--- src/include/la_cfg.svh ---
`ifndef LA_CFG_SVH
`define LA_CFG_SVH

`define LA_CHN_NUM 8     // probe channels
`define LA_ADDR_W  8     // ring depth is 2**LA_ADDR_W samples
`define LA_DIV_W   16    // sample divisor width

`endif

--- src/rtl/la_pkg.sv ---
`default_nettype none

`include "la_cfg.svh"

package la_pkg;

   // trigger condition on the selected channel
   typedef enum logic [2:0] {
      LA_LOW  = 3'd0,   // level low
      LA_HIGH = 3'd1,   // level high
      LA_RISE = 3'd2,   // rising edge
      LA_FALL = 3'd3,   // falling edge
      LA_ANY  = 3'd4,   // either edge
      LA_IMM  = 3'd5    // 5..7 all fire at once
   } la_mode_e;

   // run configuration, held stable while busy
   typedef struct packed {
      logic [`LA_DIV_W-1:0]  div;       // tick every div+1 clocks
      la_mode_e              mode;
      logic [2:0]            chn_sel;
      logic [`LA_ADDR_W-1:0] pre_num;   // samples kept ahead of trigger
   } la_cfg_t;

   // synchronized probe word and its trigger flag
   typedef struct packed {
      logic [`LA_CHN_NUM-1:0] data;
      logic                   hit;
   } la_sample_t;

endpackage

`default_nettype wire

--- src/rtl/sample_rate_gen.sv ---
`timescale 1ns/1ps
`default_nettype none

`include "la_cfg.svh"

module sample_rate_gen (
   input  wire                  iSysClk,
   input  wire                  arst_n,
   input  wire [`LA_DIV_W-1:0]  div,
   output logic                 tick
);

   logic [`LA_DIV_W-1:0] cnt;   // clocks left until next tick

   // free-running down counter, reloads from div on expiry
   always_ff @(posedge iSysClk or negedge arst_n) begin
      if (!arst_n) begin
         cnt  <= '0;
         tick <= 1'b0;
      end else if (cnt == '0) begin
         cnt  <= div;   // period is div+1 clocks
         tick <= 1'b1;
      end else begin
         cnt  <= cnt - 1'b1;
         tick <= 1'b0;
      end
   end

endmodule

`default_nettype wire

--- src/rtl/trigger_detect.sv ---
`timescale 1ns/1ps
`default_nettype none

`include "la_cfg.svh"

module trigger_detect
   import la_pkg::*;
(
   input  wire                    iSysClk,
   input  wire                    arst_n,
   input  wire [`LA_CHN_NUM-1:0]  data_in,
   input  wire la_mode_e          mode,
   input  wire [2:0]              chn_sel,
   output la_sample_t             smp
);

   logic [`LA_CHN_NUM-1:0] sync_1;     // first stage, may go metastable
   logic [`LA_CHN_NUM-1:0] sync_2;     // safe to use from here on
   logic [`LA_CHN_NUM-1:0] prev;       // sync_2 one clock ago
   logic [`LA_CHN_NUM-1:0] rise;
   logic [`LA_CHN_NUM-1:0] fall;
   logic [`LA_CHN_NUM-1:0] any_edge;
   logic [`LA_CHN_NUM-1:0] cond;       // per-channel condition for mode
   logic                   hit;

   always_ff @(posedge iSysClk or negedge arst_n) begin
      if (!arst_n) begin
         sync_1 <= '0;
         sync_2 <= '0;
         prev   <= '0;
      end else begin
         sync_1 <= data_in;
         sync_2 <= sync_1;
         prev   <= sync_2;
      end
   end

   assign rise     =  sync_2 & ~prev;
   assign fall     = ~sync_2 &  prev;
   assign any_edge =  sync_2 ^  prev;

   always_comb begin
      case (mode)
         LA_LOW:  cond = ~sync_2;
         LA_HIGH: cond =  sync_2;
         LA_RISE: cond =  rise;
         LA_FALL: cond =  fall;
         LA_ANY:  cond =  any_edge;
         default: cond = '1;          // immediate, codes 5 to 7
      endcase
   end

   assign hit = cond[chn_sel];

   // keep the flag aligned with the word it was judged on
   always_ff @(posedge iSysClk or negedge arst_n) begin
      if (!arst_n) begin
         smp <= '0;
      end else begin
         smp.data <= sync_2;
         smp.hit  <= hit;
      end
   end

endmodule

`default_nettype wire

--- src/rtl/sample_ctrl.sv ---
`timescale 1ns/1ps
`default_nettype none

`include "la_cfg.svh"

module sample_ctrl
   import la_pkg::*;
(
   input  wire                     iSysClk,
   input  wire                     arst_n,
   input  wire                     arm,
   input  wire                     tick,
   input  wire la_sample_t         smp,
   input  wire [`LA_ADDR_W-1:0]    pre_num,
   output logic                    busy,
   output logic                    finished,
   output logic [`LA_ADDR_W-1:0]   start_addr,
   output logic                    wr_en,
   output logic [`LA_ADDR_W-1:0]   wr_addr,
   output logic [`LA_CHN_NUM-1:0]  wr_data
);

   typedef enum logic [1:0] {
      S_IDLE,   // waiting for arm
      S_PRE,    // filling the pre-trigger part
      S_WAIT,   // ring keeps turning until a hit
      S_POST    // filling the rest after the trigger
   } state_e;

   state_e                 state;
   logic [`LA_ADDR_W-1:0]  cnt;         // samples written in this phase
   logic [`LA_ADDR_W-1:0]  cnt_inc;
   logic [`LA_ADDR_W-1:0]  post_num;    // samples after the trigger one
   logic [`LA_ADDR_W-1:0]  trig_addr;
   logic                   hit_pend;    // hit since the last tick
   logic                   hit_now;

   assign busy     = (state != S_IDLE);
   assign wr_en    = busy & tick;
   assign wr_data  = smp.data;
   assign cnt_inc  = cnt + 1'b1;
   assign post_num = {`LA_ADDR_W{1'b1}} - pre_num;
   assign hit_now  = hit_pend | smp.hit;

   // sticky between ticks so short edges are not lost at low rates
   always_ff @(posedge iSysClk or negedge arst_n) begin
      if (!arst_n) begin
         hit_pend <= 1'b0;
      end else if (tick) begin
         hit_pend <= 1'b0;
      end else begin
         hit_pend <= hit_now;
      end
   end

   // ring write pointer, kept across runs
   always_ff @(posedge iSysClk or negedge arst_n) begin
      if (!arst_n) begin
         wr_addr <= '0;
      end else if (wr_en) begin
         wr_addr <= wr_addr + 1'b1;
      end
   end

   always_ff @(posedge iSysClk) begin
      if (state == S_WAIT && tick && hit_now) begin
         trig_addr <= wr_addr;   // slot of the trigger sample
      end
   end

   always_ff @(posedge iSysClk or negedge arst_n) begin
      if (!arst_n) begin
         state      <= S_IDLE;
         cnt        <= '0;
         finished   <= 1'b0;
         start_addr <= '0;
      end else begin
         finished <= 1'b0;
         case (state)
            S_IDLE: begin
               if (arm) begin
                  cnt   <= '0;
                  state <= (pre_num == '0) ? S_WAIT : S_PRE;
               end
            end
            S_PRE: begin
               if (tick) begin
                  cnt <= cnt_inc;
                  if (cnt_inc == pre_num) begin
                     state <= S_WAIT;
                  end
               end
            end
            S_WAIT: begin
               if (tick && hit_now) begin
                  cnt <= '0;
                  if (post_num == '0) begin   // trigger sample closes the window
                     state      <= S_IDLE;
                     finished   <= 1'b1;
                     start_addr <= wr_addr - pre_num;
                  end else begin
                     state <= S_POST;
                  end
               end
            end
            S_POST: begin
               if (tick) begin
                  cnt <= cnt_inc;
                  if (cnt_inc == post_num) begin
                     state      <= S_IDLE;
                     finished   <= 1'b1;
                     start_addr <= trig_addr - pre_num;   // wraps mod depth
                  end
               end
            end
            default: state <= S_IDLE;
         endcase
      end
   end

endmodule

`default_nettype wire

--- src/rtl/capture_ram.sv ---
`timescale 1ns/1ps
`default_nettype none

`include "la_cfg.svh"

module capture_ram (
   input  wire                     iSysClk,
   input  wire                     wr_en,
   input  wire [`LA_ADDR_W-1:0]    wr_addr,
   input  wire [`LA_CHN_NUM-1:0]   wr_data,
   input  wire [`LA_ADDR_W-1:0]    rd_addr,
   output logic [`LA_CHN_NUM-1:0]  rd_data
);

   localparam int DEPTH = 1 << `LA_ADDR_W;

   logic [`LA_CHN_NUM-1:0] mem [DEPTH];   // one word per sample

   always_ff @(posedge iSysClk) begin
      if (wr_en) begin
         mem[wr_addr] <= wr_data;
      end
   end

   // registered read, data one clock after address
   always_ff @(posedge iSysClk) begin
      rd_data <= mem[rd_addr];
   end

endmodule

`default_nettype wire

--- src/rtl/logic_analyzer_top.sv ---
`timescale 1ns/1ps
`default_nettype none

`include "la_cfg.svh"

module logic_analyzer_top
   import la_pkg::*;
(
   input  wire                     iSysClk,
   input  wire                     arst_n,
   input  wire                     arm,
   input  wire la_cfg_t            cfg,
   input  wire [`LA_CHN_NUM-1:0]   data_in,
   input  wire [`LA_ADDR_W-1:0]    rd_addr,
   output logic                    busy,
   output logic                    finished,
   output logic [`LA_ADDR_W-1:0]   start_addr,
   output logic [`LA_CHN_NUM-1:0]  rd_data
);

   logic                    tick;
   la_sample_t              smp;
   logic                    wr_en;
   logic [`LA_ADDR_W-1:0]   wr_addr;
   logic [`LA_CHN_NUM-1:0]  wr_data;

   sample_rate_gen i_rate (
      .iSysClk (iSysClk),
      .arst_n  (arst_n),
      .div     (cfg.div),
      .tick    (tick)
   );

   trigger_detect i_trig (
      .iSysClk (iSysClk),
      .arst_n  (arst_n),
      .data_in (data_in),
      .mode    (cfg.mode),
      .chn_sel (cfg.chn_sel),
      .smp     (smp)
   );

   sample_ctrl i_ctrl (
      .iSysClk    (iSysClk),
      .arst_n     (arst_n),
      .arm        (arm),
      .tick       (tick),
      .smp        (smp),
      .pre_num    (cfg.pre_num),
      .busy       (busy),
      .finished   (finished),
      .start_addr (start_addr),
      .wr_en      (wr_en),
      .wr_addr    (wr_addr),
      .wr_data    (wr_data)
   );

   capture_ram i_ram (
      .iSysClk (iSysClk),
      .wr_en   (wr_en),
      .wr_addr (wr_addr),
      .wr_data (wr_data),
      .rd_addr (rd_addr),
      .rd_data (rd_data)
   );

endmodule

`default_nettype wire

--- config.mk ---
export PLATFORM = sky130hd
export DESIGN_NAME = logic_analyzer_top
export DESIGN_NICKNAME = d
export VERILOG_FILES = /design/src/rtl/la_pkg.sv /design/src/rtl/sample_rate_gen.sv /design/src/rtl/trigger_detect.sv /design/src/rtl/sample_ctrl.sv /design/src/rtl/capture_ram.sv /design/src/rtl/logic_analyzer_top.sv
export VERILOG_INCLUDE_DIRS = /design/src /design/src/include
export SDC_FILE = /design/constraint.sdc
export NUM_CORES = 2
export LEC_CHECK = 0
export ABC_AREA = 0
export BUFFER_PORTS_ARGS = -buffer_cell sky130_fd_sc_hd__buf_2
export CAP_MARGIN = 25
export CORE_MARGIN = 4
export CORE_UTILIZATION = 45
export CTS_CLUSTER_DIAMETER = 80
export DETAILED_ROUTE_END_ITERATION = 12
export SLEW_MARGIN = 25
export SYNTH_ARGS = -nofsm -noshare
export SYNTH_HDL_FRONTEND = slang
export SYNTH_HIERARCHICAL = 1
export SYNTH_SLANG_ARGS = --single-unit
--- constraint.sdc ---
create_clock -name iSysClk -period 3 [get_ports iSysClk]
set_clock_uncertainty 0.2 [all_clocks]
set_input_delay 0.6 -clock iSysClk [delete_from_list [all_inputs] [get_ports iSysClk]]
set_output_delay 0.6 -clock iSysClk [all_outputs]
set_load 0.02 [all_outputs]
**Yosys cells after proc, flatten, opt, wreduce, memory -nomap -nowiden**

Memory sizes are Yosys's and may differ from the RTL's. A register that Yosys moved wholly into a read port is not among the register bits.
Index checks and enable logic that the tools add are counted.

- Register bits: 78
- Output and inout bits: 18
- Bits in writable memories: 2048
- Word-level logic and storage cells: 90
- Memories kept: 1

Memory list:

| memory | depth | bits a word | rd ports | clocked after Yosys merged registers in | write ports | RTL line | RTL |
|---|---|---|---|---|---|---|---|
| i_ram.mem | 256 | 8 | 1 | 1 | 1 | capture_ram.sv:17 | `` logic [`LA_CHN_NUM-1:0] mem [DEPTH]; `` |

- Bitwise logic cells: 7
- Magnitude comparators: 1
- $add $sub $neg: 6
- Reduce and logical (&&, ||, !) cells: 14
- Multiplexer cells: 31
- Equality and inequality tests: 17

Operators with widths:

| operator | number |
|---|---|
| 8-bit 2-to-1 mux | 7 |
| 8-bit case mux with 5 select lines | 1 |
| 8-bit case mux with 3 select lines | 1 |
| 8-bit by 1-bit adder with 8-bit output (second input constant) | 2 |
| 8-bit bitwise AND | 2 |
| 8-bit == test | 2 |
| 16-bit logical NOT | 1 |
| 8-bit logical NOT | 2 |
| 16-bit 2-to-1 mux | 1 |
| 2-bit 2-to-1 mux | 8 |
| 8-bit NOT | 2 |
| 8-bit case mux with 2 select lines | 1 |
| 16-bit by 1-bit subtractor with 16-bit output (second input constant) | 1 |
| 8-bit subtractor | 2 |
| 2-bit inequality test (second input constant) | 5 |
| 1-bit 2-to-1 mux | 9 |
| 2-bit case mux with 4 select lines | 1 |
| 8-bit subtractor (first input constant) | 1 |
| 8-bit bitwise XOR | 1 |
| 3-bit by 2-bit == test with 1-bit output (second input constant) | 2 |
| 2-bit by 1-bit inequality test with 1-bit output (second input constant) | 3 |
| 6-bit AND reduction | 1 |
| 5-bit AND reduction | 1 |
| 2-bit == test (second input constant) | 2 |
| 14 further kinds | 17 |

**Longest topological paths before layout**

- Depth in word-level cells: 5
- Depth in mapped cells: 12
- Gate-level depth less buffers: 11

**Modules after synthesis**

The synthesis kept the hierarchy.

By module, submodules not included:

| module | cells each | seq. area each (sq um) | times used | area an instance (sq um) |
|---|---|---|---|---|
| capture_ram | 3733 | 61659.1 | 1 | 79556.3 |
| sample_ctrl | 235 | 940.9 | 1 | 2371.0 |
| trigger_detect | 126 | 625.6 | 1 | 1352.5 |
| sample_rate_gen | 99 | 425.4 | 1 | 958.4 |

**Least setup slack after synthesis**

No wires, ideal clock.

- Path type: register to register
- Start: register i_ctrl.state[0]
- End: register i_ctrl.start_addr[7]
- Data arrival time: 2813 ps
- Required time: 2718 ps
- Setup slack: -95 ps
- Buffers on the path: 2
- Cell stages (with the launch flop): 12
- Cells stage by stage: dfrtp_1 -> clkbuf_1 -> and2_1 -> clkbuf_1 -> mux2_1 -> ha_1 -> nor2b_1 -> o31ai_1 -> a21oi_1 -> o21a_1 -> or3_1 -> a31oi_1

- Longest elaborated chain between the ends: 3
- Elaborated cells on any way between the ends: 9

Ends and longest elaborated chain:

| what | RTL line | RTL |
|---|---|---|
| start: declaration | sample_ctrl.sv:30 | `state_e state;` |
| start signal: assignment | sample_ctrl.sv:83 | `state <= (pre_num == '0) ? S_WAIT : S_PRE;` |
| 2-bit == test | sample_ctrl.sv:79 | `case (state)` |
| 2-bit inequality test (no line) (tied with other cells) | -- |  |
| 5-bit AND reduction (no line) | -- |  |
| end signal: assignment | sample_ctrl.sv:100 | `start_addr <= wr_addr - pre_num;` |
| end signal: assignment | sample_ctrl.sv:112 | `start_addr <= trig_addr - pre_num;` |
| end: declaration | sample_ctrl.sv:17 | `` output logic [`LA_ADDR_W-1:0] start_addr, `` |

Several ways; a longest one is shown, not always the timed one.
A chain may end at the register's enable or synchronous reset.

==> summary.md <==
| Metric | Value |
|---|---|
| Leak pwr | 32.3 nW |
| Wire length per cell | 28.2 um |
| Drt total wl | 211,000 um |
| Max-cap violations | 0 |
| R2R Path Start | i_ctrl/state[0] |
| Cts bufs inserted | around 210 |
| Startpoint types | primary input |
| Net Count, Synth | 4,270 |
| Worst skew pair latency | 0.83 ns |
| Outcome | finished clean |
| Distinct cells, synth | 90 |
| Critical-path top delay cell | nor4_2 |
| Synth area leader | edfxtp_1 |
| Most frequent cell after synthesis | edfxtp_1 |
| Minimum clock period | 2.91 ns |
| Clock sink total | 2,134 |
| Die W | 441 um |
| CP Max Fanout | 16 |
| Fraction of layout cells with a size suffix above 1 | 0.294 |
| I/O pins | 67 |
| Largest cells by area after synthesis | edfxtp_1 73%, mux4_2 12%, dfrtp_1 2.1% |
| Worst slew pin tran | 1.12 ns |
| CP required | approximately 3.5 ns |
| Post-DR vias/cell | 5.84 |
| TritonCTS clock tree | yes |
| DP Area | 0.0914 mm2 |
| First-pass GRT wire length | 308,000 um |
| Vias in the first global route | between 40k and 50k |
| Design area | 0.0989 mm2 |
| Worst slew margin | 0.253 |
| Worst-path clk slew | roughly 0.060 ns |
| Max incr delay on CP | 0.61 ns |
| Dpl hpwl | 136,000 um |
| Slew Viols, Final | 0 |
| Ys async rst share | 0.0328 |
| Routed Antenna Nets | 0 |
| H-tree levels | 4 |
| Non-Filler Instances | 7,485 |
| Row count | 158 |
| Router iterations before antenna repair | 7 |
| Antenna violations before repair | 7 |
| Crit path cell chain | buf_8 -> buf_12 -> buf_12 -> buf_12 -> mux2i_1 -> o22ai_1 -> o21ai_0 -> nand3_1 -> nor4_2 -> buf_4 -> nor4_2 |
| Initial Util | 0.453 |
| Vias | between 40k and 50k |
| Critical Path AT | 3.42 ns |
| IO Port Bufs | 66 |
| Residual DRC count | 0 |
| Syn avg cell area | 20.1 um2 |
| RePlAce Congestion | between 0.8 and 0.9 |
| RSZ-0062 raised after global routing | no |
| Setup violators final | 0 |
| Die area | 0.194 mm2 |
| Peak supply drop | a little under 0.0005 V |
| DR iter-0 viols | around 5k |
| Top Layer Used | met4 |
| Yosys reg bits | 2,134 |
| Pwr Density | around 640 mW/mm2 |
| Top cells by count, synth | 2,056 x edfxtp_1, 454 x mux4_2, 305 x nor2_1 |
| Seq/Total Area, Yosys | 0.756 |
| Share of the synthesized area in the top cell type | 0.733 |
| EDFF count, synth | 2,056 |
| Warnings, synthesis | 6 |
| HP Class | primary input to asynchronous set/reset pin |
| Die Y | between 400 and 500 um |
| Root buffer cell | clkbuf_16 |
| Post-synth top flop | edfxtp_1 |
| Met2 WL | between 90,000 and 100,000 um |
| Met1 Wirelength | 89,800 um |
| Crit-path leading delay family | buffers and inverters |
| Area delta synth->final | 17.4% |
| Worst Setup End Kind | register |
| Core area | around 0.19 mm2 |
| Mapped Cells | between 4k and 5k |
| Final worst path period share | 0.972 |
| GRT Residual Overflow | 0 |
| Total placed cells including tap cells | roughly 7.0k |
| GRT Total Usage | 0.218 |
| Met3 WL | between 10,000 and 15,000 um |
| Final core occ | 0.532 |
| Clock Path Buffers | 3 |
| Worst setup path start | rd_addr[0] |
| Fmax | 343 MHz |
| Buf/Inv on CP | 5 |
| Largest net degree at the start of global routing | 205 |
| Path type of the worst setup path | primary input to register |
| Syn Std Cell Area | 0.0842 mm2 |
| Final Hold Fails | 0 |
| Most used cell, CP | buf_12 |
| Total power | roughly 63 mW |
| Final nets | 4,892 |
| Filler cells | 14.5k |
==> routing by layer <==
metal | global-route usage | vias up
met5 | 0 | -
met4 | 0.0686 | 0
met3 | 0.0360 | 323
met2 | 0.339 | 1588
met1 | 0.318 | 23200
li1 | - | 18600
==> layout make-up <==
type | count | area [um2] | share of cell area
clock buffers | 264 | 5670 | 0.0573
diodes | 5 | 12.5 | 0.000126
repair buffers | 665 | 6000 | 0.0607
inverters | 36 | 136 | 0.00138
multi-input cells | 1764 | 18900 | 0.191
clock inverters | 137 | 1390 | 0.0140
well taps | 2480 | 3100 | 0.0314
flip-flops and latches | 2134 | 63700 | 0.644
==> power by group <==
group          switching [mW]  total [mW]  internal [mW]
clock                    11.2        26.6           15.3
combinational            2.04        3.53           1.49
sequential              0.186        32.9           32.7
==> cell families (layout without fill, tap and decap cells) <==
kind of cell    count (synthesis)  in the layout  share of synthesized area
other cells                     0              5                          0
buf+inv                       295           1102                     0.0209
mux                           618            618                      0.142
fa+ha+maj                      28             28                    0.00425
xor+xnor                       34             34                    0.00370
flops                        2134           2134                      0.756
compound gates                477            477                     0.0393
simple gates                  607            607                     0.0344
==> timing repair <==
action / in CTS / in global routing
buffers inserted: 0 / 0
endpoints found under the hold margin: 98 / 0
resized for setup: 1 / 4
setup endpoints to repair: 1 / 5
hold buffers: 30 / 0
pin swaps: 0 / 0
==> cell usage in the layout (no fill, tap or decap), drive strengths merged, types with 6 or more instances in the layout <==
cell type,netlist,layout
a211oi,21,21
a21oi,115,115
a221oi,15,15
a22o,8,8
a22oi,134,134
a31oi,7,7
and2,11,11
buf,142,635
bufinv,0,22
clkbuf,117,264
clkinv,2,99
clkinvlp,0,8
dfrtp,70,70
dfxtp,8,8
dlygate4sd3,0,30
edfxtp,2056,2056
ha,27,27
inv,34,44
mux2,18,18
mux2i,144,144
mux4,456,456
nand2,69,69
nand2b,13,13
nand3,46,46
nand4,18,18
nor2,306,306
nor2b,39,39
nor3,34,34
nor4,34,34
o211ai,14,14
o21ai,41,41
o221ai,49,49
o22ai,28,28
o32ai,6,6
or2,6,6
xnor2,18,18
xor2,15,15
==> metrics by stage <==
stage / setup WS, ns / hold slack [ns] / TNS, ns
2_1_floorplan: -0.0828 / 0.104 / -59.92
3_3_place_gp: -1.08 / 0.132 / -4.96
3_5_place_dp: -0.962 / 0.136 / -4.90
4_1_cts: 0.0512 / 0.00387 / 0
5_1_grt: 0.00534 / 0.0559 / 0
6_report: 0.0853 / 0.0424 / 0
==> path summary, 6_finish.rpt <==
check / end / slack [ns] / cells after the start
max reg2reg: i_ram/mem[7][6] / 0.11 / 7
min reg2reg: i_trig/sync_2[2] / 0.15 / 0
max: i_ram/rd_data[2] / 0.09 / 11
min: i_rate/cnt[13] / 0.04 / 2
min in group iSysClk: i_ctrl/state[0] / 0.14 / 4
max in group asynchronous: i_trig/smp[5] / 1.99 / 3
==> registers in the layout, summed over array words and instances (netlist names) <==
| signal | cells |
|---|---|
| i_ctrl/wr_addr | 8 |
| i_ctrl/state | 2 |
| i_ram/rd_data | 8 |
| i_ctrl/cnt | 8 |
| i_trig/sync_1 | 8 |
| i_trig/sync_2 | 8 |
| i_ctrl/start_addr | 8 |
| i_trig/smp | 9 |
| i_rate/tick | 1 |
| i_rate/cnt | 16 |
| i_ctrl/trig_addr | 8 |
| i_ctrl/finished | 1 |
| i_ram/mem | 2048 |
| i_ctrl/hit_pend | 1 |
Note: power is estimated with default switching activity, not from simulation.
